==> src/hdl/mem_pkg.sv <==
package mem_pkg;

    // Access width and signedness of a load or store
    typedef enum logic [2:0] {
        MEM_BYTE,
        MEM_HALF,
        MEM_WORD,
        MEM_UBYTE,
        MEM_UHALF
    } mem_op_e;

    // Where the non-load register result comes from
    typedef enum logic [1:0] {
        WB_ALU,
        WB_PC_INC,
        WB_IMM
    } wb_src_e;

    // Record handed over by the execute stage
    typedef struct packed {
        logic        mem_read;
        logic        mem_write;
        mem_op_e     mem_op;
        wb_src_e     wb_src;
        logic [31:0] alu_out;
        logic [31:0] store_data;
        logic [31:0] imm;
        logic [31:0] pc_inc;
        logic [4:0]  rd;
    } ex_mem_t;

    // One bit per byte lane
    // Bank 0 holds the lowest byte
    typedef struct packed {
        logic [3:0]  we;
        logic [3:0]  re;
        logic [31:0] wdata;
    } lane_req_t;

    // Access slot contents kept until the bank data is back
    typedef struct packed {
        logic        is_load;
        mem_op_e     mem_op;
        logic [1:0]  offset;
        logic [31:0] reg_data;
        logic [4:0]  rd;
    } slot_t;

    typedef struct packed {
        logic        is_load;
        logic [31:0] read_data;
        logic [31:0] reg_data;
        logic [4:0]  rd;
    } mem_wb_t;

endpackage
==> src/hdl/wb_result_select.sv <==
`timescale 1ns/10ps

module wb_result_select (
    input  mem_pkg::ex_mem_t in_rec,
    output mem_pkg::slot_t   next_slot,
    input  mem_pkg::slot_t   cur_slot,
    input  logic [31:0]      bank_rdata,
    output logic [31:0]      load_data
);

    logic [31:0] reg_result;
    logic [7:0]  byte_val;
    logic [15:0] half_val;

    // Non-load result is the JAL link value, the LUI immediate or the ALU output
    always_comb begin
        case (in_rec.wb_src)
            mem_pkg::WB_PC_INC: reg_result = in_rec.pc_inc;
            mem_pkg::WB_IMM:    reg_result = in_rec.imm;
            default:            reg_result = in_rec.alu_out;
        endcase
    end

    assign next_slot.is_load  = in_rec.mem_read;
    assign next_slot.mem_op   = in_rec.mem_op;
    assign next_slot.offset   = in_rec.alu_out[1:0];
    assign next_slot.reg_data = reg_result;
    assign next_slot.rd       = in_rec.rd;

    // Bank outputs belong to the record in the access slot
    assign byte_val = bank_rdata[{cur_slot.offset, 3'b000} +: 8];
    assign half_val = cur_slot.offset[1] ? bank_rdata[31:16] : bank_rdata[15:0];

    always_comb begin
        case (cur_slot.mem_op)
            mem_pkg::MEM_BYTE: begin
                load_data = {{24{byte_val[7]}}, byte_val};
            end
            mem_pkg::MEM_UBYTE: begin
                load_data = {24'h000000, byte_val};
            end
            mem_pkg::MEM_HALF: begin
                load_data = {{16{half_val[15]}}, half_val};
            end
            mem_pkg::MEM_UHALF: begin
                load_data = {16'h0000, half_val};
            end
            default: begin
                load_data = bank_rdata;
            end
        endcase
    end

endmodule

==> config.mk <==
export PLATFORM = sky130hd
export DESIGN_NAME = wb_result_select
export DESIGN_NICKNAME = d
export VERILOG_FILES = /design/src/hdl/mem_pkg.sv /design/src/hdl/wb_result_select.sv
export SDC_FILE = /design/constraint.sdc
export NUM_CORES = 1
export LEC_CHECK = 0
export BUFFER_PORTS_ARGS = -buffer_cell sky130_fd_sc_hd__buf_2
export CORE_AREA = 2 2 112 114
export DETAILED_ROUTE_END_ITERATION = 10
export DIE_AREA = 0 0 114 116
export PLACE_DENSITY = 0.5
export SLEW_MARGIN = 30
export SYNTH_ARGS = -nofsm -noshare
export SYNTH_HDL_FRONTEND = slang
export SYNTH_SLANG_ARGS = --single-unit
==> constraint.sdc <==
create_clock -name vclk -period 2.3
set_clock_uncertainty 0.1 [all_clocks]
set_input_delay 0.46 -clock vclk [all_inputs]
set_output_delay 0.46 -clock vclk [all_outputs]
set_load 0.02 [all_outputs]
==> summary.md <==
| Metric | Value |
|---|---|
| DR vias/cell | `4.55` |
| HP Class | `input port to primary output` |
| Failing checks | `setup timing` |
| Routed Antenna Nets | `0` |
| HPWL after DPL | `7.34 mm` |
| Mapped Cells | `286` |
| Area growth syn-to-layout | `99.3%` |
| CP Class | `input port to primary output` |
| Final setup fails | `5` |
| Pre-CTS setup slack | `-0.132 ns` |
| Finished Layout Cells | `632` |
| First-pass GRT wire length | `12.7 mm` |
| Final Cell Area | `3340 um^2` |
| FFs & Latches | `0` |
| Final wirelength | `8.69 mm` |
| Final core occ | `28.1%` |
| DR pass1 iterations | `4` |
| Worst EP arrival | `1.82 ns` |
| Hold_buf cts | `0` |
| Max VDD drop | `115 uV` |
| Ports | `290` |
| Critical Path Source Type | `input port` |
| Yosys cell types | `38` |
| Synthesized area | `1680 um^2` |
| RSZ-0062 raised after global routing | `true` |
| Gr ovfl total | `0` |
| Via count | `2874` |
| Normalized max-slew margin | `72.4%` |
| DRC | `0` |
| Final Hold Vio Count | `0` |
| Most common cell in the netlist | `nand2_1` |
| Drt first-iter violations | `194` |
| Synth top cells by count | `72 x nand2_1, 45 x a22oi_1, 33 x o21ai_0` |
| Standard-cell rows | `40` |
| Core Area | `11900 um^2` |
| # clk buffers | `0` |
| Antenna cells | `0` |
| Mapped Nets | `503` |
| Slew Viols, Final | `0` |
| Worst EP required | `1.74 ns` |
| Area after DPL | `2990 um^2` |
| Power per Cell Area | `276 nW/um^2` |
| Worst-Margin Slew | `0.413 ns` |
| Dpl cells | `630` |
| Fmax | `420 MHz` |
| Min Tclk post-route | `2.38 ns` |
| Worst-path maximum fanout | `5` |
| Wire length per cell | `13.7 um` |
| Share of the synthesized area in the top cell type | `20.1%` |
| Chip height | `116 um` |
| Largest net degree at the start of global routing | `45` |
| I/O Buffers | `201` |
| Vias in the first global route | `2605` |
| Die X | `114 um` |
| Top cells by area, synth | `a22oi_1 20%, nand2_1 16%, o21ai_0 9.8%` |
| Seq/Total Area, Yosys | `0%` |
| Outcome | `complete, but fails checks` |
| Proportion of layout cells with a drive suffix above 1 | `56.3%` |
| Nets | `704` |
| Max-capacitance violation count | `0` |
| Ys Warns | `0` |
| CP Capture Type | `primary output` |
| Final Wtd Congestion | `0.834` |
| Die area | `13200 um^2` |
| Initial Util | `14.1%` |
| Largest area contributor in the netlist | `a22oi_1` |
| Hold Slack | `0.820 ns` |
| Setup ws final | `-0.0791 ns` |
| Leakage | `1.72 nW` |
| Period Utilization, post-route | `103%` |
| Mapped Avg Cell Area | `5.87 um^2` |
| Initial antenna violation count | `0` |
| All-layer global routing usage | `11.5%` |
| Flip-flop and latch area | `0 um^2` |
[layout by cell type (no fill, tap or decap), types with 3 or more instances in the layout]
cell type  count
nand3b_1       3
nand2_4        4
buf_2        175
buf_4         27
buf_6         27
mux2i_1        6
a221o_1        5
mux2_2         4
nor2_1        13
inv_1          7
nand2_1       57
a21oi_1        9
o31ai_1        4
nand2_2       11
a22oi_1       45
a22o_1         3
o211ai_1       4
buf_12         6
nand2b_1       5
o21ai_0       33
[path summary, 6_finish.rpt]
path,start,depth (start not counted),slack (ns),to
max,cur_slot[38],5,-0.08,load_data[14]
min,in_rec[2],0,0.82,next_slot[2]
[kinds of logic after synthesis]
logic type,Yosys count,share of synthesized area (%)
AOI/OAI and AO/OA,119,48.5
and+or+nand+nor,106,26.7
buffers and inverters,46,14.6
muxes,12,8.20
adders and majority gates,2,1.49
xor gates and xnor gates,1,0.522
[cell type report]
type                       count  area, um^2
timing repair buffer         238        1560
inverter                       7        26.3
multi-input combinational    240        1580
tap                          147         184
fill                        1336        8570
[through the flow]
stage	power (mW)	TNS [ns]
3_5_place_dp	0.825	-1.76
6_report	0.924	-0.315
3_3_place_gp	0.815	-1.63
5_1_grt	0.998	-0.706
4_1_cts	0.851	-0.781
2_1_floorplan	0.471	0
[power breakdown]
part           total, mW  internal (mW)  switching [mW]
registers              0              0               0
logic              0.924          0.418           0.506
clock network          0              0               0
total              0.924          0.418           0.506
[per-layer routing]
layer | global-route usage [%] | wire, um | up-vias | share of wire [%]
li1 | - | - | 1443 | -
met2 | 23.1 | 4590 | 162 | 53
met4 | 0.244 | 5 | 0 | 0.058
met5 | 0 | 0 | - | 0
met3 | 1.10 | 683 | 2 | 7.9
met1 | 13.9 | 3400 | 1267 | 39
[worst max-delay path, cell delays in order]
cell and delay [ns]:
buf_8 0.07, mux4_2 0.55, o21a_4 0.25, a221o_1 0.34
buf_6 0.15
[timing repair]
action                     in CTS  in global routing
cloned                          0                  1
buffers inserted                0                  1
pin swaps                       1                  7
setup endpoints to repair      28                 28
resized for setup              21                 72
Power figures use the tool's default switching activity.
