--- config.mk ---
export PLATFORM = sky130hd
export DESIGN_NAME = store_align
export DESIGN_NICKNAME = d
export VERILOG_FILES = /design/src/hdl/mem_pkg.sv /design/src/hdl/store_align.sv
export SDC_FILE = /design/constraint.sdc
export NUM_CORES = 1
export LEC_CHECK = 0
export ABC_AREA = 1
export BUFFER_PORTS_ARGS = -buffer_cell sky130_fd_sc_hd__buf_2
export CORE_AREA = 2 2 87 89
export DETAILED_ROUTE_END_ITERATION = 10
export DIE_AREA = 0 0 89 91
export GPL_ROUTABILITY_DRIVEN = 0
export PLACE_DENSITY = 0.64
export SYNTH_ARGS = -nofsm -noshare
export SYNTH_HDL_FRONTEND = slang
export SYNTH_SLANG_ARGS = --single-unit
export TNS_END_PERCENT = 5
--- constraint.sdc ---
create_clock -name vclk -period 1.8
set_clock_uncertainty 0.05 [all_clocks]
set_input_delay 0.18 -clock vclk [all_inputs]
set_output_delay 0.18 -clock vclk [all_outputs]
set_load 0.02 [all_outputs]
--- src/hdl/mem_pkg.sv ---
package mem_pkg;

    // Access width and signedness of a load or store
    typedef enum logic [2:0] {
        MEM_BYTE,
        MEM_HALF,
        MEM_WORD,
        MEM_UBYTE,
        MEM_UHALF
    } mem_op_e;

    // Where the non-load register result comes from
    typedef enum logic [1:0] {
        WB_ALU,
        WB_PC_INC,
        WB_IMM
    } wb_src_e;

    // Record handed over by the execute stage
    typedef struct packed {
        logic        mem_read;
        logic        mem_write;
        mem_op_e     mem_op;
        wb_src_e     wb_src;
        logic [31:0] alu_out;
        logic [31:0] store_data;
        logic [31:0] imm;
        logic [31:0] pc_inc;
        logic [4:0]  rd;
    } ex_mem_t;

    // One bit per byte lane
    // Bank 0 holds the lowest byte
    typedef struct packed {
        logic [3:0]  we;
        logic [3:0]  re;
        logic [31:0] wdata;
    } lane_req_t;

    // Access slot contents kept until the bank data is back
    typedef struct packed {
        logic        is_load;
        mem_op_e     mem_op;
        logic [1:0]  offset;
        logic [31:0] reg_data;
        logic [4:0]  rd;
    } slot_t;

    typedef struct packed {
        logic        is_load;
        logic [31:0] read_data;
        logic [31:0] reg_data;
        logic [4:0]  rd;
    } mem_wb_t;

endpackage
--- src/hdl/store_align.sv ---
`timescale 1ns/10ps

module store_align #(
    parameter int DEPTH = 1024
) (
    input  mem_pkg::ex_mem_t         in_rec,
    input  logic                     wb_forward,
    input  logic [31:0]              wb_data,
    output mem_pkg::lane_req_t       lane_req,
    output logic [$clog2(DEPTH)-1:0] word_index
);

    logic [31:0] store_src;
    logic [1:0]  offset;
    logic [3:0]  lane_mask;
    logic [3:0]  half_mask;
    logic [31:0] lane_wdata;
    logic        write_op;

    // Forwarded write-back value overrides a stale register operand
    assign store_src  = wb_forward ? wb_data : in_rec.store_data;
    assign offset     = in_rec.alu_out[1:0];
    assign word_index = in_rec.alu_out[2 +: $clog2(DEPTH)];

    // Halfwords ignore address bit 0
    assign half_mask = offset[1] ? 4'b1100 : 4'b0011;

    always_comb begin
        lane_mask  = 4'b0000;
        lane_wdata = store_src;
        write_op   = 1'b0;
        case (in_rec.mem_op)
            mem_pkg::MEM_BYTE: begin
                lane_mask  = 4'b0001 << offset;
                lane_wdata = {4{store_src[7:0]}};
                write_op   = 1'b1;
            end
            mem_pkg::MEM_UBYTE: begin
                lane_mask = 4'b0001 << offset;
            end
            mem_pkg::MEM_HALF: begin
                lane_mask  = half_mask;
                lane_wdata = {2{store_src[15:0]}};
                write_op   = 1'b1;
            end
            mem_pkg::MEM_UHALF: begin
                lane_mask = half_mask;
            end
            mem_pkg::MEM_WORD: begin
                lane_mask = 4'b1111;
                write_op  = 1'b1;
            end
            default: begin
                lane_mask = 4'b0000;
            end
        endcase
    end

    // Unsigned opcodes only exist for loads, so they never write
    assign lane_req.we    = (in_rec.mem_write && write_op) ? lane_mask : 4'b0000;
    assign lane_req.re    = in_rec.mem_read ? lane_mask : 4'b0000;
    assign lane_req.wdata = lane_wdata;

endmodule

==> results of run 1 <==
-- report_power, final --
group          switching, µW  total, µW  internal [µW]  leakage, µW
combinational            308        506            198      0.00114
clock                      0          0              0            0
sequential                 0          0              0            0
-- layout make-up --
type / count / area (µm²)
Timing Repair Buffer: 114 / 588
Inverter: 55 / 206
Fill cell: 849 / 5420
Tap cell: 99 / 124
Multi-Input combinational cell: 147 / 796
-- metrics by stage --
step	instances	utilization [%]
finish	415	24.0
global route	415	24.0
CTS	415	24.0
detailed placement	415	24.0
global placement	415	24.0
floorplan	222	-
-- metal layers --
metal,wire length (µm),vias up
met5,13,-
met4,34,2
met3,574,10
met2,1830,100
met1,1970,640
li1,-,852
-- final timing paths --
check,endpoint,slack (ns),start,cells past startpoint
worst max-delay path,lane_req[37],0.28,in_rec[137],9
worst min-delay path,word_index[2],0.31,in_rec[105],0
-- cells by family after synthesis --
group                  share of synthesized area, %
AO/OA/AOI/OAI                                  32.2
buffers and inverters                          32.5
AND/OR/NAND/NOR                                35.4
-- cells in the final DEF (no fill, tap or decap) --
cell type	netlist	layout
buf_4	12	1
nor2_1	8	8
nand2_4	2	2
buf_12	1	1
o21a_4	6	6
nand2_1	73	73
nor2_4	1	1
o21ai_1	6	6
nand2_2	1	1
o21ai_2	2	2
a21oi_2	7	7
inv_1	53	53
buf_2	2	112
nand3_1	7	7
nor2_2	6	6
inv_2	2	2
o21ai_0	11	11
o211ai_1	16	16
a21oi_1	1	1
==> impl_metrics.tcl, run 1 <==
set metrics [dict create \
    crit_fanout 33 \
    fin_ws_ns 0.277 \
    synth_top_cells_by_area "nand2_1 23%, inv_1 17%, o211ai_1 10%, buf_4 7.6%, o21a_4 7.6%" \
    grt-busiest-layer "met2" \
    layout_clock_buffers 0 \
    core-area_mm2 0.00714 \
    netlist_area_mm2 0.00118 \
    synth_common_cells "73 x nand2_1, 53 x inv_1, 16 x o211ai_1" \
    ctsHoldBuffers 0 \
    postPlaceCellArea_mm2 0.00171 \
    fin_crit_sh_pct 84.6 \
    row_count 31 \
    final_net_count 491 \
    first_pass_iteration_count_of_the_detailed_router 3 \
    timing.slew.headroom_pct 63.8 \
    first_pass_grt_wire_length_um 6530 \
    netlist-cell-type-count 20 \
    setup_viol_count_final 0 \
    global_route.usage.met3_pct 2.09 \
    diodes 0 \
    post_route_cells_drive_above_1_share_pct 44.6 \
    synth_area_per_cell_um2 5.31 \
    critPathSlowestCell "inv_2" \
    dp_hpwl_um 3880 \
    grt_antenna_before_repair 1 \
    holdCritPathClass "in2out" \
    post_drt_wl_per_cell_um 10.6 \
    leakagePower_uw 0.00114 \
    vdd.ir_drop.worst_mv 0.109 \
    count_of_buffers_added_by_post_cts_timing_repair_for_setup 0 \
    first_global_vias 1448 \
    report.final.hold_viol_count 0 \
    fin_tns_setup_ns 0 \
    global_route.usage.met2_pct 18.4 \
    total_power_uw 506 \
    fmaxAchievable_mhz 657 \
    final-max-slew-violation-count 0 \
    grtUsageMet1_pct 12.4 \
    ioPinCount 223 \
    post_cts.resized_instances 0 \
    finish.instance_area_mm2 0.00171 \
    path_cells "buf_2, nor2_1, inv_2, nand2_1, nand2_1, inv_1, nand2_1, inv_1, buf_2" \
    worstSetupPathType "in2out" \
    synthesis.yosys.warnings 0 \
    synth_area_leader_cell "nand2_1" \
    status "finished clean" \
    fp.dieH_um 91 \
    layout_sequential_cell_count 0 \
    timing.final.crit_period_ns 1.52 \
    place_ws_ns 0.270 \
    grt_start_max_net_pins 34 \
    route.final.wire_length_um 4410 \
    cap_violations 0 \
    arrival_worst_endpoint_ns 1.29 \
    floorplan.die.width_um 89 \
    whs_ns 0.310 \
    synth-seq-area-share_pct 0 \
    rsz0062_at_grt "false" \
    synth.top_cell.area_share_pct 23.2 \
    tightest_slew_ns 0.542 \
    netlist_instances 222 \
    overflow 0 \
    mappedNetlistNets 395 \
    yosys.cell_count.top_type "nand2_1" \
    drc 0 \
    drt-vias-per-instance 3.87 \
    layout.area.seq_um2 0 \
    cp.buffers_inverters 5 \
    power_density_mw_per_mm2 295 \
    path_delay_family "buffers and inverters" \
    post_route_ant_nets 0 \
    track_usage_pct 10.1 \
    port_buffers 112 \
    floorplan.initialDensity_pct 16.5 \
    area.growth.synth_to_final_pct 45.4 \
    worst-endpoint-required_ns 1.57 \
    crit_top_cell "nand2_1" \
    detail_route.iter0.violations 39 \
    slowest_delay_ns 0.40 \
    setup.worst_path.start_class "primary input" \
    dieArea_mm2 0.00810 \
    end_kind "output pin" \
    routed-via-count 1604 \
]
No activity file was read; power rests on OpenSTA's default activity.
==> run 2, diff against run 1 <==
clock period = 1.6 ns   (was 1.8 ns; I/O delays follow)
==> impl_metrics.tcl, run 2 (synthesis gave the netlist of run 1 again) <==
set metrics [dict create \
    final_net_count 491 \
    routed-via-count 1571 \
    timing.final.crit_period_ns 1.45 \
    path_delay_family "buffers and inverters" \
    first_global_vias 1412 \
    diodes 0 \
    multiInputGateArea_um2 796 \
    post_drt_wl_per_cell_um 10.6 \
    grt_antenna_before_repair 1 \
    floorplan.die.width_um 89 \
    area.growth.synth_to_final_pct 45.4 \
    row_count 31 \
    cp.buffers_inverters 5 \
    setup.worst_path.start_class "primary input" \
    worstSetupPathType "in2out" \
    ioPinCount 223 \
    holdPathStages 0 \
    vdd.ir_drop.worst_mv 0.153 \
    report.final.hold_viol_count 0 \
    drc 0 \
    layout_commonest_cell "buf_2" \
    floorplan.initialDensity_pct 16.5 \
    drt-vias-per-instance 3.79 \
    timing.slew.headroom_pct 66.0 \
    power_density_mw_per_mm2 331 \
    count_of_buffers_added_by_post_cts_timing_repair_for_setup 0 \
    overflow 0 \
    critPathSlowestCell "inv_2" \
    leakagePower_uw 0.00114 \
    dp_hpwl_um 3840 \
    finish.instance_area_mm2 0.00171 \
    fin_crit_sh_pct 90.9 \
    layout_clock_buffers 0 \
    detail_route.iter0.violations 45 \
    fp.dieH_um 91 \
    worst-endpoint-required_ns 1.39 \
    first_pass_iteration_count_of_the_detailed_router 4 \
    fillerInstances 830 \
    port_buffers 112 \
    most-common-layout-cells "112 x buf_2, 73 x nand2_1, 53 x inv_1, 16 x o211ai_1, 11 x o21ai_0" \
    core-area_mm2 0.00714 \
    holdCritPathClass "in2out" \
    end_kind "output pin" \
    layout_sequential_cell_count 0 \
    grt_start_max_net_pins 35 \
    arrival_worst_endpoint_ns 1.24 \
    fmaxAchievable_mhz 688 \
    track_usage_pct 9.94 \
    post_cts.resized_instances 0 \
    route.final.wire_length_um 4380 \
    ctsHoldBuffers 0 \
    fin_tns_setup_ns 0 \
    first_pass_grt_wire_length_um 6460 \
    dieArea_mm2 0.00810 \
    critical_path_depth 9 \
    tightest_slew_ns 0.509 \
    cap_violations 0 \
    path_cells "buf_2, nor2_1, inv_2, nand2_1, nand2_1, inv_1, nand2_1, inv_1, buf_2" \
    setup_viol_count_final 0 \
    slowest_delay_ns 0.38 \
    crit_top_cell "nand2_1" \
    status "finished clean" \
    post_route_ant_nets 0 \
    final-max-slew-violation-count 0 \
    postPlaceCellArea_mm2 0.00171 \
    rsz0062_at_grt "false" \
    post_route_cells_drive_above_1_share_pct 44.6 \
    crit_fanout 33 \
    layout.area.seq_um2 0 \
]
## run 2: final timing paths
kind | from | to
setup / recovery | in_rec[137] | lane_req[36]
hold / removal | in_rec[105] | word_index[2]
## run 2: per-stage QoR
stage	instances	worst slack (ns)	total power [µW]	util [%]	hold slack [ns]
CTS	415	0.115	575	24.0	0.270
global placement	415	0.112	566	24.0	0.270
detailed placement	415	0.119	574	24.0	0.270
finish	415	0.146	568	24.0	0.270
floorplan	222	0.271	403	-	0.383
global route	415	0.0101	632	24.0	0.270
## run 2: where the power goes
part | total (µW) | switching, µW | internal (µW)
combinational | 568 | 345 | 222
sequential | 0 | 0 | 0
clock | 0 | 0 | 0
## run 2: metal layers
layer  vias up  global-route usage [%]  routed length [µm]
met5         -                       0                  13
met4         2                   0.622                  34
met3        10                    2.09                 550
met2       104                    17.8                1790
met1       599                    12.6                1990
li1        856                       -                   -
## run 2: layout make-up
type / count / share of cell area, %
inverter: 55 / 12.0
tap: 99 / 7.23
timing repair buffer: 114 / 34.3
multi-input combinational: 147 / 46.4
==> run 3, diff against run 2 <==
clock period = 1.5 ns   (was 1.6 ns; I/O delays follow)
==> impl_metrics.tcl, run 3 (synthesis gave the netlist of run 1 again) <==
set metrics [dict create \
    rsz0062_at_grt "false" \
    critPathLaunch "wb_forward" \
    final_cell_count_no_fill 417 \
    met3_wl_um 558 \
    dr.max_layer_used "met5" \
    arrival_worst_endpoint_ns 1.17 \
    detail_route.iter0.violations 29 \
    post_route_cells_drive_above_1_share_pct 45.0 \
    crit_fanout 25 \
    post_route_ant_nets 0 \
    met2_wirelength_um 1770 \
    worst-endpoint-required_ns 1.30 \
    worstSetupPathType "in2out" \
    floorplan.die.width_um 89 \
    overflow 0 \
    most-common-layout-cells "112 x buf_2, 73 x nand2_1, 53 x inv_1, 16 x o211ai_1, 10 x o21ai_0" \
    first_global_vias 1400 \
    multiInputGateArea_um2 796 \
    final-max-slew-violation-count 0 \
    final_core_density_pct 24.3 \
    grt_antenna_before_repair 1 \
    fin_ws_ns 0.127 \
    fmaxAchievable_mhz 728 \
    finish.instance_area_mm2 0.00173 \
    holdCritPathClass "in2out" \
    timing.final.crit_period_ns 1.37 \
    floorplan.initialDensity_pct 16.5 \
    diodes 0 \
    power.internal_uw 241 \
    row_count 31 \
    routed-via-count 1584 \
    share_seq_of_total_power_pct 0 \
    share_comb_of_total_power_pct 100.0 \
    clockPowerShare_pct 0 \
    layout_sequential_cell_count 0 \
    power_density_mw_per_mm2 353 \
    track_usage_pct 9.89 \
    drt-vias-per-instance 3.80 \
    layout_commonest_cell "buf_2" \
    crit_end "lane_req[12]" \
    layout_clock_buffers 0 \
    postPlaceCellArea_mm2 0.00173 \
    ioPinCount 223 \
    wl_met1_um 2020 \
    fin_crit_sh_pct 91.5 \
    fin_tns_setup_ns 0 \
    fp.dieH_um 91 \
    leakagePower_uw 0.00115 \
    vdd.ir_drop.worst_mv 0.154 \
    place_ws_ns 0.0312 \
    status "finished clean" \
    area.growth.synth_to_final_pct 46.9 \
    end_kind "output pin" \
    core-area_mm2 0.00714 \
    route.final.wire_length_um 4400 \
    fillerInstances 840 \
    setup_viol_count_final 0 \
    report.final.hold_viol_count 0 \
    power.share.switching_pct 60.5 \
    tightest_slew_ns 0.321 \
    timing.slew.headroom_pct 78.5 \
    p_sw_uw 369 \
    layout.area.seq_um2 0 \
    final_net_count 493 \
    cap_violations 0 \
    port_buffers 112 \
    first_pass_iteration_count_of_the_detailed_router 4 \
    post_drt_wl_per_cell_um 10.5 \
    setup.worst_path.start_class "primary input" \
    placed_cells_incl_taps 417 \
    drc 0 \
    grt_start_max_net_pins 34 \
    dieArea_mm2 0.00810 \
    first_pass_grt_wire_length_um 6370 \
    dp_hpwl_um 3870 \
]
-- run 3: final cells by class --
type                            count  share of cell area (%)
Timing Repair Buffer              116                    34.8
Multi-Input combinational cell    147                    46.0
Tap cell                           99                    7.15
Inverter                           55                    12.1
-- run 3: how the worst min path moves through the flow --
stage	start	endpoint	slack, ns	cells past startpoint
after detailed placement	in_rec[107]	word_index[4]	0.25	0
after floorplan	in_rec[103]	word_index[0]	0.36	1
after CTS	in_rec[107]	word_index[4]	0.25	0
final	in_rec[105]	word_index[2]	0.25	0
after global placement	in_rec[107]	word_index[4]	0.25	0
after global routing	in_rec[110]	word_index[7]	0.25	0
-- run 3: power groups by stage --
stage / clock network (µW) / registers [µW] / logic, µW
2_1_floorplan: 0 / 0 / 430
3_3_place_gp: 0 / 0 / 608
3_5_place_dp: 0 / 0 / 615
4_1_cts: 0 / 0 / 617
5_1_grt: 0 / 0 / 681
6_report: 0 / 0 / 611
-- run 3: per-stage QoR --
stage,hold slack [ns],power [µW]
2_1_floorplan,0.363,430
3_3_place_gp,0.250,608
3_5_place_dp,0.250,615
4_1_cts,0.250,617
5_1_grt,0.250,681
6_report,0.250,611
-- run 3: repair_timing --
action / 4_1_cts / 5_1_grt
setup endpoints to repair: 0 / 13
setup buffers: 0 / 0
hold buffers: 0 / 0
gates resized for setup: 0 / 3
-- run 3: metal layers --
| layer | vias to the layer above | global-route usage, % |
|---|---|---|
| met5 | - | 0 |
| met4 | 2 | 0.622 |
| met3 | 10 | 2.45 |
| met2 | 105 | 17.2 |
| met1 | 607 | 12.8 |
| li1 | 860 | - |
-- run 3: worst max-delay path, stage by stage --
cell and delay [ns]:
buf_2 0.14, buf_12 0.17, nand2_1 0.09, o21a_4 0.14, nor2_2 0.04, a21oi_2 0.20
nand2_1 0.07, buf_2 0.16
