`src/hdl/mem_pkg.sv`:
```
package mem_pkg;

    // Access width and signedness of a load or store
    typedef enum logic [2:0] {
        MEM_BYTE,
        MEM_HALF,
        MEM_WORD,
        MEM_UBYTE,
        MEM_UHALF
    } mem_op_e;

    // Where the non-load register result comes from
    typedef enum logic [1:0] {
        WB_ALU,
        WB_PC_INC,
        WB_IMM
    } wb_src_e;

    // Record handed over by the execute stage
    typedef struct packed {
        logic        mem_read;
        logic        mem_write;
        mem_op_e     mem_op;
        wb_src_e     wb_src;
        logic [31:0] alu_out;
        logic [31:0] store_data;
        logic [31:0] imm;
        logic [31:0] pc_inc;
        logic [4:0]  rd;
    } ex_mem_t;

    // One bit per byte lane
    // Bank 0 holds the lowest byte
    typedef struct packed {
        logic [3:0]  we;
        logic [3:0]  re;
        logic [31:0] wdata;
    } lane_req_t;

    // Access slot contents kept until the bank data is back
    typedef struct packed {
        logic        is_load;
        mem_op_e     mem_op;
        logic [1:0]  offset;
        logic [31:0] reg_data;
        logic [4:0]  rd;
    } slot_t;

    typedef struct packed {
        logic        is_load;
        logic [31:0] read_data;
        logic [31:0] reg_data;
        logic [4:0]  rd;
    } mem_wb_t;

endpackage
```
`src/hdl/mem_ctrl.sv`:
```
`timescale 1ns/10ps

module mem_ctrl (
    input  logic               clk,
    input  logic               reset,
    input  logic               in_valid,
    output logic               stall_mem,
    input  mem_pkg::lane_req_t lane_req,
    output logic [3:0]         bank_we,
    output logic [3:0]         bank_re,
    input  mem_pkg::slot_t     next_slot,
    output mem_pkg::slot_t     cur_slot,
    input  logic [31:0]        load_data,
    output logic               out_valid,
    input  logic               out_ready,
    output mem_pkg::mem_wb_t   out_rec
);

    // Access slot holds the record whose bank access happened at the last accept
    logic           acc_valid;
    mem_pkg::slot_t acc_slot;

    logic res_free;
    logic advance;
    logic accept;

    // Result slot can take a new record when empty or being consumed
    assign res_free = !out_valid || out_ready;
    assign advance  = acc_valid && res_free;

    // Both slots full and downstream not taking the result
    assign stall_mem = acc_valid && !res_free;
    assign accept    = in_valid && !stall_mem;

    // Banks are only touched for an accepted record, which keeps the
    // read registers of a held load intact during a stall
    assign bank_we = accept ? lane_req.we : 4'b0000;
    assign bank_re = accept ? lane_req.re : 4'b0000;

    assign cur_slot = acc_slot;

    always_ff @(posedge clk) begin
        if (reset) begin
            acc_valid <= 1'b0;
            out_valid <= 1'b0;
        end else begin
            // Without a stall the access slot either advances or was empty
            if (!stall_mem) begin
                acc_valid <= accept;
            end
            if (res_free) begin
                out_valid <= acc_valid;
            end
        end
    end

    always_ff @(posedge clk) begin
        if (accept) begin
            acc_slot <= next_slot;
        end
    end

    // load_data is taken from the bank registers filled at accept time
    always_ff @(posedge clk) begin
        if (advance) begin
            out_rec.is_load   <= acc_slot.is_load;
            out_rec.read_data <= acc_slot.is_load ? load_data : 32'h0000_0000;
            out_rec.reg_data  <= acc_slot.reg_data;
            out_rec.rd        <= acc_slot.rd;
        end
    end

endmodule

```
`config.mk`:
```
export PLATFORM = sky130hd
export DESIGN_NAME = mem_ctrl
export DESIGN_NICKNAME = d
export VERILOG_FILES = /design/src/hdl/mem_pkg.sv /design/src/hdl/mem_ctrl.sv
export SDC_FILE = /design/constraint.sdc
export NUM_CORES = 1
export LEC_CHECK = 0
export BUFFER_PORTS_ARGS = -buffer_cell sky130_fd_sc_hd__buf_2
export CAP_MARGIN = 0
export CORE_UTILIZATION = 42
export CTS_CLUSTER_DIAMETER = 100
export CTS_CLUSTER_SIZE = 8
export DETAILED_ROUTE_END_ITERATION = 10
export GPL_ROUTABILITY_DRIVEN = 0
export HOLD_SLACK_MARGIN = 0.08
export PLACE_DENSITY = 0.77
export SYNTH_ARGS = -nofsm -noshare
export SYNTH_HDL_FRONTEND = slang
export SYNTH_SLANG_ARGS = --single-unit
```
`constraint.sdc`:
```
create_clock -name clk -period 3.45 [get_ports clk]
set_input_delay 0.1725 -clock clk [delete_from_list [all_inputs] [get_ports clk]]
set_output_delay 0.1725 -clock clk [all_outputs]
set_load 0.01 [all_outputs]
```
==> results_dict.tcl, run 1 <==
set metrics [dict create \
    timing.final.max_slew_violations 0 \
    mostFrequentLayoutCell "sky130_fd_sc_hd__buf_2" \
    setup.worst_path.class "primary input to flip-flop" \
    dr_total_vias 2679 \
    critPathLaunchType "primary input" \
    layout-drive-gt1-share 0.499 \
    ff2ff_path_depth 2 \
    yosys.area.top_type "sky130_fd_sc_hd__edfxtp_1" \
    crit_family "simple AND/OR/NAND/NOR gates" \
    final_hold_viol_count 0 \
    dpl-instance-area_mm2 0.00492 \
    synth_area_mm2 0.00375 \
    initial_core_util 0.433 \
    outcome "finished, final reports clean" \
    area.growth.synth_to_final_pct 66.9 \
    p_per_area_mw_per_mm2 574 \
    layout_common_cells "sky130_fd_sc_hd__buf_2 (209), sky130_fd_sc_hd__edfxtp_1 (113), sky130_fd_sc_hd__dlygate4sd3_1 (78), sky130_fd_sc_hd__and2_1 (32), sky130_fd_sc_hd__clkbuf_16 (16)" \
    clk-insertion-delay-late_ns 0.50 \
    max_stage_delay_on_crit_path_ns 0.87 \
    final-setup-viol-count 0 \
    yosys-top-cells-area "sky130_fd_sc_hd__edfxtp_1 (90%), sky130_fd_sc_hd__and2_1 (5.7%), sky130_fd_sc_hd__and3_1 (1.3%)" \
    crit_path_top_delay_cell "sky130_fd_sc_hd__and2_2" \
    htree_num_levels 4 \
    worst-path-max-fanout 43 \
    holdWs_ns 0.377 \
    drt_drc_violations_left 0 \
    drt_first_pass_iters 4 \
    post-cts-setup-buffer-count 0 \
    warning_count_from_the_yosys_run 0 \
    grt.overflow.total 0 \
    wl_um 9470 \
    arrival_ns 1.99 \
    number_of_synthesized_register_bits 115 \
    height_of_the_die_um 96.5 \
    die-width_um 96.5 \
    route.antenna.remaining_nets 0 \
    numPortBuffers 209 \
    cp.depth 4 \
    grt_util_all_layers 0.205 \
    antenna_found_initial 0 \
    cts_inserted_buffers 17 \
    leakage_nw 2.70 \
    yosys.cell_types.count 10 \
    grt_start_max_net_pins 71 \
    numClockSinks 115 \
    hold_path_class "primary input to flip-flop" \
    grt_pass1_wl_um 13400 \
    final_nets 589 \
    min-delay-start "next_slot[39]" \
    largest_clock_skew_in_the_final_design_ns 0.00894 \
    clock_tree_from_tritoncts "built" \
    net_count_after_synthesis 287 \
    core-area_mm2 0.00868 \
    power.ir.vdd_worst_v 0.000478 \
    synth_cells 168 \
    rsz_0062_raised_after_global_routing "no" \
    cp_data_required_time_ns 3.57 \
    clk_buf_depth 2 \
    min_period_over_period 0.542 \
    max_freq_mhz 535 \
    design.die.area_mm2 0.00932 \
    drt-initial-drc-count 91 \
    reg2reg_from "out_valid" \
    vias_per_cell 4.53 \
    placement_rows 34 \
    setup.worst_path.start "out_ready" \
    ioPinCount 242 \
    path_cells "dlygate4sd3_1, buf_2, nand3b_1, and2_2" \
    synth-seq-area-share 0.915 \
    synth_area_per_cell_um2 22.3 \
    worstMarginPinSlew_ns 0.990 \
    finalInstanceArea_mm2 0.00627 \
    worstSetupEndpointType "flip-flop" \
    clk_transition_reported_paths_ns 0.06 \
    timing.setup.tns_ns 0 \
    holdPathStages 2 \
    maxCapViolCount 0 \
    maxSlewHeadroom 0.340 \
    routedWlPerCell_um 16.0 \
    vias_in_the_first_global_route 2801 \
    fin_crit_ns 1.87 \
    clock_tree.root_cell "sky130_fd_sc_hd__clkbuf_8" \
    n_antenna_cell 0 \
    post-synth-top-area-fraction 0.904 \
    total_of_fill_cells_in_the_finished_design 555 \
    worst_path_buffer_plus_inverter_count 2 \
]
-- worst reg2reg max path, delay by kind of cell (launching register included) --
kind,cells,cell delay (ns)
AND/OR/NAND/NOR,2,1.14
flip-flops,1,0.32
-- repair_timing --
item,in CTS,in global routing
resized for setup,0,0
endpoints found under the hold margin,77,0
hold buffers,78,0
-- logic make-up (layout without fill, tap and decap cells) --
family / count (synthesis) / count (layout) / synth area share
AO/OA/AOI/OAI: 2 / 2 / 0.00267
AND/OR/NAND/NOR: 44 / 44 / 0.0737
buffers and inverters: 7 / 322 / 0.00900
flip-flops: 115 / 115 / 0.915
-- report_power, final --
part,switching [mW],internal (mW)
sequential,0.0289,1.62
clock,0.627,1.03
combinational,0.132,0.152
total,0.788,2.81
-- cell usage after synthesis (all sizes together) --
master / instances
edfxtp: 113
and2: 34
and3: 8
clkbuf: 3
inv: 3
a21oi: 2
dfxtp: 2
buf: 1
nand2b: 1
nand3b: 1
-- path summary, 6_finish.rpt --
kind	to	slack (ns)
setup / recovery	cur_slot[13]	1.58
hold / removal	cur_slot[39]	0.38
setup reg to reg	cur_slot[13]	1.59
hold reg to reg	out_rec[35]	0.44
-- flip-flops by register name, indices dropped and copies added (netlist names) --
register and cells:
out_valid 1, cur_slot 43, out_rec 70, acc_valid 1
-- metrics by stage --
step           utilization  total power, mW  worst slack, ns  std cells
2_1_floorplan            -             1.76            0.941        168
3_3_place_gp         0.566             1.88             1.65        481
3_5_place_dp         0.566             1.89             1.59        481
4_1_cts              0.722             3.61             1.58        591
5_1_grt              0.722             3.71             1.41        591
6_report             0.722             3.59             1.58        591
-- per-layer routing --
layer	part of all wire	routed length (µm)	global-route usage
met2	0.52	4940	0.367
met4	0.018	174	0.102
met5	0	0	0
met1	0.36	3430	0.208
met3	0.097	922	0.0775
-- final cells by class --
class / count / area (µm²) / share of cell area
Timing Repair Buffer: 287 / 1830 / 0.292
Clock inverter: 15 / 155 / 0.0248
Clock buffer: 17 / 414 / 0.0661
Multi-Input combinational cell: 46 / 290 / 0.0463
Inverter: 3 / 11.3 / 0.00180
Tap cell: 108 / 135 / 0.0216
Sequential cell: 115 / 3430 / 0.548
(Power assumes the default switching activity.)
==> inputs of run 2 (changes only) <==
--- a/config.mk
+++ b/config.mk
@@ -7,13 +7,13 @@
 export LEC_CHECK = 0
 export BUFFER_PORTS_ARGS = -buffer_cell sky130_fd_sc_hd__buf_2
 export CAP_MARGIN = 0
-export CORE_UTILIZATION = 42
+export CORE_UTILIZATION = 38
 export CTS_CLUSTER_DIAMETER = 100
 export CTS_CLUSTER_SIZE = 8
 export DETAILED_ROUTE_END_ITERATION = 10
 export GPL_ROUTABILITY_DRIVEN = 0
 export HOLD_SLACK_MARGIN = 0.08
-export PLACE_DENSITY = 0.77
+export PLACE_DENSITY = 0.73
 export SYNTH_ARGS = -nofsm -noshare
 export SYNTH_HDL_FRONTEND = slang
 export SYNTH_SLANG_ARGS = --single-unit
==> constraint.sdc (replaced) <==
create_clock -name clk -period 1.5 [get_ports clk]
set_input_delay 0.075 -clock clk [delete_from_list [all_inputs] [get_ports clk]]
set_output_delay 0.075 -clock clk [all_outputs]
set_load 0.01 [all_outputs]
==> results_dict.tcl, run 2 (same netlist as run 1, synthesis figures left out) <==
set metrics [dict create \
    outcome "finished, violations left" \
    violations "negative setup slack" \
    cts_inserted_buffers 17 \
    antenna_found_initial 0 \
    rsz_0062_raised_after_global_routing "yes" \
    worst_path_buffer_plus_inverter_count 2 \
    timing.final.max_slew_violations 0 \
    place_inst 507 \
    numPortBuffers 209 \
    cell_internal_power_dissipation_mw 6.35 \
    worst-path-max-fanout 10 \
    final_core_util 0.681 \
    drt-initial-drc-count 86 \
    grt.overflow.total 0 \
    maxSlewHeadroom 0.788 \
    vias_per_cell 4.34 \
    worstSetupEndpointType "output port" \
    clock_power_share 0.454 \
    cp_data_required_time_ns 1.42 \
    clk-insertion-delay-late_ns 0.50 \
    numClockSinks 115 \
    sequential_cell_fraction_of_total_power 0.461 \
    power.ir.vdd_worst_v 0.000861 \
    grt_start_max_net_pins 47 \
    n_antenna_cell 0 \
    path_cells "nand3b_1, buf_6, and3_1, buf_2" \
    fin_total_pwr_mw 8.22 \
    grt_pass1_wl_um 13700 \
    routedWlPerCell_um 15.1 \
    dr_total_vias 2689 \
    final-setup-viol-count 5 \
    mostFrequentLayoutCell "sky130_fd_sc_hd__buf_2" \
    drt_first_pass_iters 4 \
    grt_util_all_layers 0.185 \
    layout_common_cells "sky130_fd_sc_hd__buf_2 (206), sky130_fd_sc_hd__edfxtp_1 (113), sky130_fd_sc_hd__dlygate4sd3_1 (78), sky130_fd_sc_hd__and2_1 (32), sky130_fd_sc_hd__clkbuf_16 (16)" \
    area.growth.synth_to_final_pct 70.7 \
    pre_cts_slack_ns 0.181 \
    final-instance-count-excl-fill 619 \
    timing.setup.tns_ns -0.0552 \
    max_freq_mhz 654 \
    initial_core_util 0.399 \
    leakage_nw 2.73 \
    maxCapViolCount 0 \
    clk_transition_reported_paths_ns 0.06 \
    clock_tree.root_cell "sky130_fd_sc_hd__clkbuf_8" \
    height_of_the_die_um 101 \
    holdWs_ns 0.236 \
    wl_um 9360 \
    arrival_ns 1.45 \
    hold_path_class "primary input to flip-flop" \
    crit_path_top_delay_cell "sky130_fd_sc_hd__dfxtp_2" \
    placement_rows 35 \
    final_hold_viol_count 0 \
    register_containing_the_most_flip_flops_in_the_final_layout "out_rec" \
    largest_register_ffs 70 \
    core-area_mm2 0.00942 \
    net-switching-power_mw 1.87 \
    vias_in_the_first_global_route 2760 \
    finalInstanceArea_mm2 0.00641 \
    ioPinCount 242 \
    crit_family "flip-flops" \
    clock_tree_from_tritoncts "built" \
    p_per_area_mw_per_mm2 1280 \
    die-width_um 101 \
    fin_crit_ns 1.53 \
    design.die.area_mm2 0.0103 \
    final_nets 596 \
    route.antenna.remaining_nets 0 \
    drt_drc_violations_left 0 \
    clk_buf_depth 2 \
    p_sw_frac 0.227 \
    max_stage_delay_on_crit_path_ns 0.35 \
    layout_setup_ws_ns -0.0291 \
    power.combinational.fraction 0.085 \
    setup.worst_path.class "flip-flop to output port" \
    min_period_over_period 1.02 \
    detailed_place_hpwl_um 5500 \
    dpl-instance-area_mm2 0.00501 \
    total_of_fill_cells_in_the_finished_design 637 \
    htree_num_levels 4 \
    critPathLaunchType "flip-flop" \
    layout-drive-gt1-share 0.522 \
    worstMarginPinSlew_ns 0.317 \
    largest_clock_skew_in_the_final_design_ns 0.00800 \
]
==> run 2: power groups by stage <==
stage,clock (mW),combinational (mW),sequential [mW]
after floorplan,0,0.108,3.93
after global placement,0,0.505,3.85
after detailed placement,0,0.509,3.86
after CTS,3.82,0.688,3.78
after global routing,3.95,0.758,3.80
final,3.73,0.701,3.79
==> run 2: repair_timing <==
action                     CTS  global route
hold buffers                78             0
resized for setup            6             4
buffers inserted             2             0
setup endpoints to repair    9             8
hold endpoints to repair    77             0
==> run 2: tightest hold or removal path: cells and delay by family <==
| family | cells | cell delay, ns |
|---|---|---|
| buf+inv | 2 | 0.31 |
| simple gates | 1 | 0.16 |
==> run 2: final cells by class <==
cell class                 count  area [µm²]  area share
clock buffer                  17         414      0.0646
clock inverter                15         148      0.0230
inverter                       3        11.3     0.00176
multi-input combinational     46         312      0.0486
sequential                   115        3440       0.536
tap                          129         161      0.0252
timing repair buffer         294        1930       0.301
==> run 2: worst paths after layout <==
kind         slack [ns]          from      endpoint  cells past startpoint
min                0.24      in_valid  cur_slot[12]                      3
max reg2reg        0.12     out_valid     acc_valid                      4
max               -0.03     out_valid    bank_re[1]                      4
min reg2reg        0.44  cur_slot[19]   out_rec[19]                      0
==> run 2: layer usage <==
metal	GRT usage	up-vias	wire length, µm
met3	0.0814	8	814
met1	0.192	1267	3580
li1	-	1258	-
met2	0.331	156	4880
met5	0	-	0
met4	0.0713	0	94
==> inputs of run 3 (changes only) <==
--- a/config.mk
+++ b/config.mk
@@ -5,6 +5,7 @@
 export SDC_FILE = /design/constraint.sdc
 export NUM_CORES = 1
 export LEC_CHECK = 0
+export ABC_AREA = 1
 export BUFFER_PORTS_ARGS = -buffer_cell sky130_fd_sc_hd__buf_2
 export CAP_MARGIN = 0
 export CORE_UTILIZATION = 38
@@ -13,7 +14,7 @@
 export DETAILED_ROUTE_END_ITERATION = 10
 export GPL_ROUTABILITY_DRIVEN = 0
 export HOLD_SLACK_MARGIN = 0.08
-export PLACE_DENSITY = 0.73
+export PLACE_DENSITY_LB_ADDON = 0.12
 export SYNTH_ARGS = -nofsm -noshare
 export SYNTH_HDL_FRONTEND = slang
 export SYNTH_SLANG_ARGS = --single-unit
==> constraint.sdc (replaced) <==
create_clock -name clk -period 1.5 [get_ports clk]
set_input_delay 0.3 -clock clk [delete_from_list [all_inputs] [get_ports clk]]
set_output_delay 0.3 -clock clk [all_outputs]
set_load 0.01 [all_outputs]
==> results_dict.tcl, run 3 <==
set metrics [dict create \
    outcome "finished, violations left" \
    violations "negative setup slack" \
    vias_per_cell 4.13 \
    yosys.area.top_type "sky130_fd_sc_hd__edfxtp_1" \
    worstSetupEndpointType "output port" \
    synth_top_flop_cell "sky130_fd_sc_hd__edfxtp_1" \
    yosys.cell_types.count 9 \
    numPortBuffers 209 \
    initial_core_util 0.390 \
    drt-initial-drc-count 77 \
    p_per_area_mw_per_mm2 1290 \
    finalInstanceArea_mm2 0.00657 \
    clk-insertion-delay-late_ns 0.50 \
    drt_first_pass_iters 4 \
    synth-edff-count 113 \
    vias_in_the_first_global_route 2801 \
    area.growth.synth_to_final_pct 72.1 \
    clock_tree.root_cell "sky130_fd_sc_hd__clkbuf_8" \
    timing.final.max_slew_violations 0 \
    synth.top_cells.by_count "sky130_fd_sc_hd__edfxtp_1 (113), sky130_fd_sc_hd__inv_1 (45), sky130_fd_sc_hd__nand2_1 (33)" \
    worst-path-max-fanout 5 \
    hold_path_class "primary input to flip-flop" \
    maxCapViolCount 0 \
    number_of_synthesized_register_bits 115 \
    pre_cts_slack_ns 0.0698 \
    critPathLaunchType "flip-flop" \
    rsz_0062_raised_after_global_routing "yes" \
    design.die.area_mm2 0.0104 \
    cts_inserted_buffers 17 \
    synth_area_mm2 0.00382 \
    dr_total_vias 2764 \
    synth-seq-area-share 0.900 \
    final_nets 642 \
    placement_rows 36 \
    max_freq_mhz 646 \
    grt_util_all_layers 0.173 \
    clock_tree_from_tritoncts "built" \
    core-area_mm2 0.00977 \
    yosys-top-cells-area "sky130_fd_sc_hd__edfxtp_1 (89%), sky130_fd_sc_hd__inv_1 (4.4%), sky130_fd_sc_hd__nand2_1 (3.2%)" \
    largest_register_ffs 70 \
    clk_transition_reported_paths_ns 0.06 \
    numClockSinks 115 \
    largest_clock_skew_in_the_final_design_ns 0.0123 \
    final-setup-viol-count 8 \
    synth_area_per_cell_um2 18.3 \
    grt_pass1_wl_um 13100 \
    wl_um 8950 \
    die-width_um 102 \
    route.antenna.remaining_nets 0 \
    net_count_after_synthesis 328 \
    antenna_found_initial 0 \
    maxSlewHeadroom 0.816 \
    fin_crit_ns 1.55 \
    n_antenna_cell 0 \
    fin_total_pwr_mw 8.48 \
    power.ir.vdd_worst_v 0.000882 \
    layout_common_cells "sky130_fd_sc_hd__buf_2 (208), sky130_fd_sc_hd__edfxtp_1 (113), sky130_fd_sc_hd__dlygate4sd3_1 (77), sky130_fd_sc_hd__inv_1 (43), sky130_fd_sc_hd__nand2_1 (33)" \
    routedWlPerCell_um 13.4 \
    detailed_place_hpwl_um 5370 \
    synth_async_sr_flop_share 0 \
    clk_buf_depth 2 \
    cp_data_required_time_ns 1.20 \
    min_period_over_period 1.03 \
    synth_cells 209 \
    layout-drive-gt1-share 0.485 \
    grt_start_max_net_pins 42 \
    final_hold_viol_count 0 \
    layout_setup_ws_ns -0.0479 \
    drt_drc_violations_left 0 \
    ioPinCount 242 \
    height_of_the_die_um 102 \
    register_containing_the_most_flip_flops_in_the_final_layout "out_rec" \
    warning_count_from_the_yosys_run 0 \
    worstMarginPinSlew_ns 0.276 \
    grt.overflow.total 0 \
    htree_num_levels 4 \
    timing.setup.tns_ns -0.301 \
    leakage_nw 3.05 \
    post-synth-top-area-fraction 0.889 \
    mostFrequentLayoutCell "sky130_fd_sc_hd__buf_2" \
    dpl-instance-area_mm2 0.00509 \
    setup.worst_path.class "flip-flop to output port" \
    post-synth-top-count-cell "sky130_fd_sc_hd__edfxtp_1" \
    arrival_ns 1.25 \
]
[run 3: changes by cell type after synthesis, sizes merged, moves of 3 or more]
cell    before  now
and2        34    0
nor2         0    8
inv          3   45
nand2        0   34
clkbuf       3    0
and3         8    0
[run 3: kinds of logic after synthesis]
logic type,after synthesis,synth area share
flip-flops,115,0.900
buffers and inverters,48,0.0531
AND/OR/NAND/NOR,43,0.0433
AO/OA/AOI/OAI,3,0.00393
[run 3: worst paths after layout]
| check | start | end | slack (ns) | cells after the start |
|---|---|---|---|---|
| max | acc_valid | bank_re[0] | -0.05 | 4 |
| min | load_data[1] | out_rec[38] | 0.11 | 3 |
| max reg2reg | acc_valid | cur_slot[42] | 0.11 | 6 |
| min reg2reg | cur_slot[34] | out_rec[34] | 0.44 | 0 |
[run 3: stage by stage]
stage,std cells,util,hold WS [ns]
global route,669,0.672,0.102
floorplan,209,-,0.362
CTS,669,0.673,0.0830
finish,669,0.672,0.113
global placement,553,0.520,0.425
detailed placement,553,0.520,0.428
[run 3: area by class of cell]
cell class	count	area [µm²]
Sequential cell	115	3440
Fill cell	727	3210
Timing Repair Buffer	297	1970
Clock buffer	17	414
Multi-Input combinational cell	47	223
Clock inverter	15	184
Inverter	45	173
Tap cell	133	166
[run 3: layer usage]
layer | GRT usage | routed length, µm | share of wire | vias up
met5 | 0 | 0 | 0 | -
met4 | 0.0626 | 83 | 0.0093 | 0
li1 | - | - | - | 1348
met1 | 0.176 | 3410 | 0.38 | 1259
met3 | 0.0848 | 953 | 0.11 | 9
met2 | 0.306 | 4500 | 0.50 | 148
[run 3: critical path: stages, from the launching register on]
cell                      delay (ns)
sky130_fd_sc_hd__dfxtp_2        0.33
sky130_fd_sc_hd__nand3_4        0.11
sky130_fd_sc_hd__nand2_4        0.08
sky130_fd_sc_hd__nor2_1         0.09
sky130_fd_sc_hd__buf_2          0.13
[run 3: what timing repair did]
action	CTS	global route
hold buffers	77	0
endpoints found under the setup margin	10	10
endpoints found under the hold margin	76	0
setup buffers	5	1
cloned	2	0
gates resized for setup	10	1
pin swaps	3	0
[run 3: report_power, final]
group / leakage, nW / total, mW / internal, mW / switching, mW
combinational: 1.66 / 0.722 / 0.382 / 0.340
sequential: 1.10 / 3.78 / 3.73 / 0.0512
clock: 0.286 / 3.98 / 2.54 / 1.44
total: 3.05 / 8.48 / 6.65 / 1.83
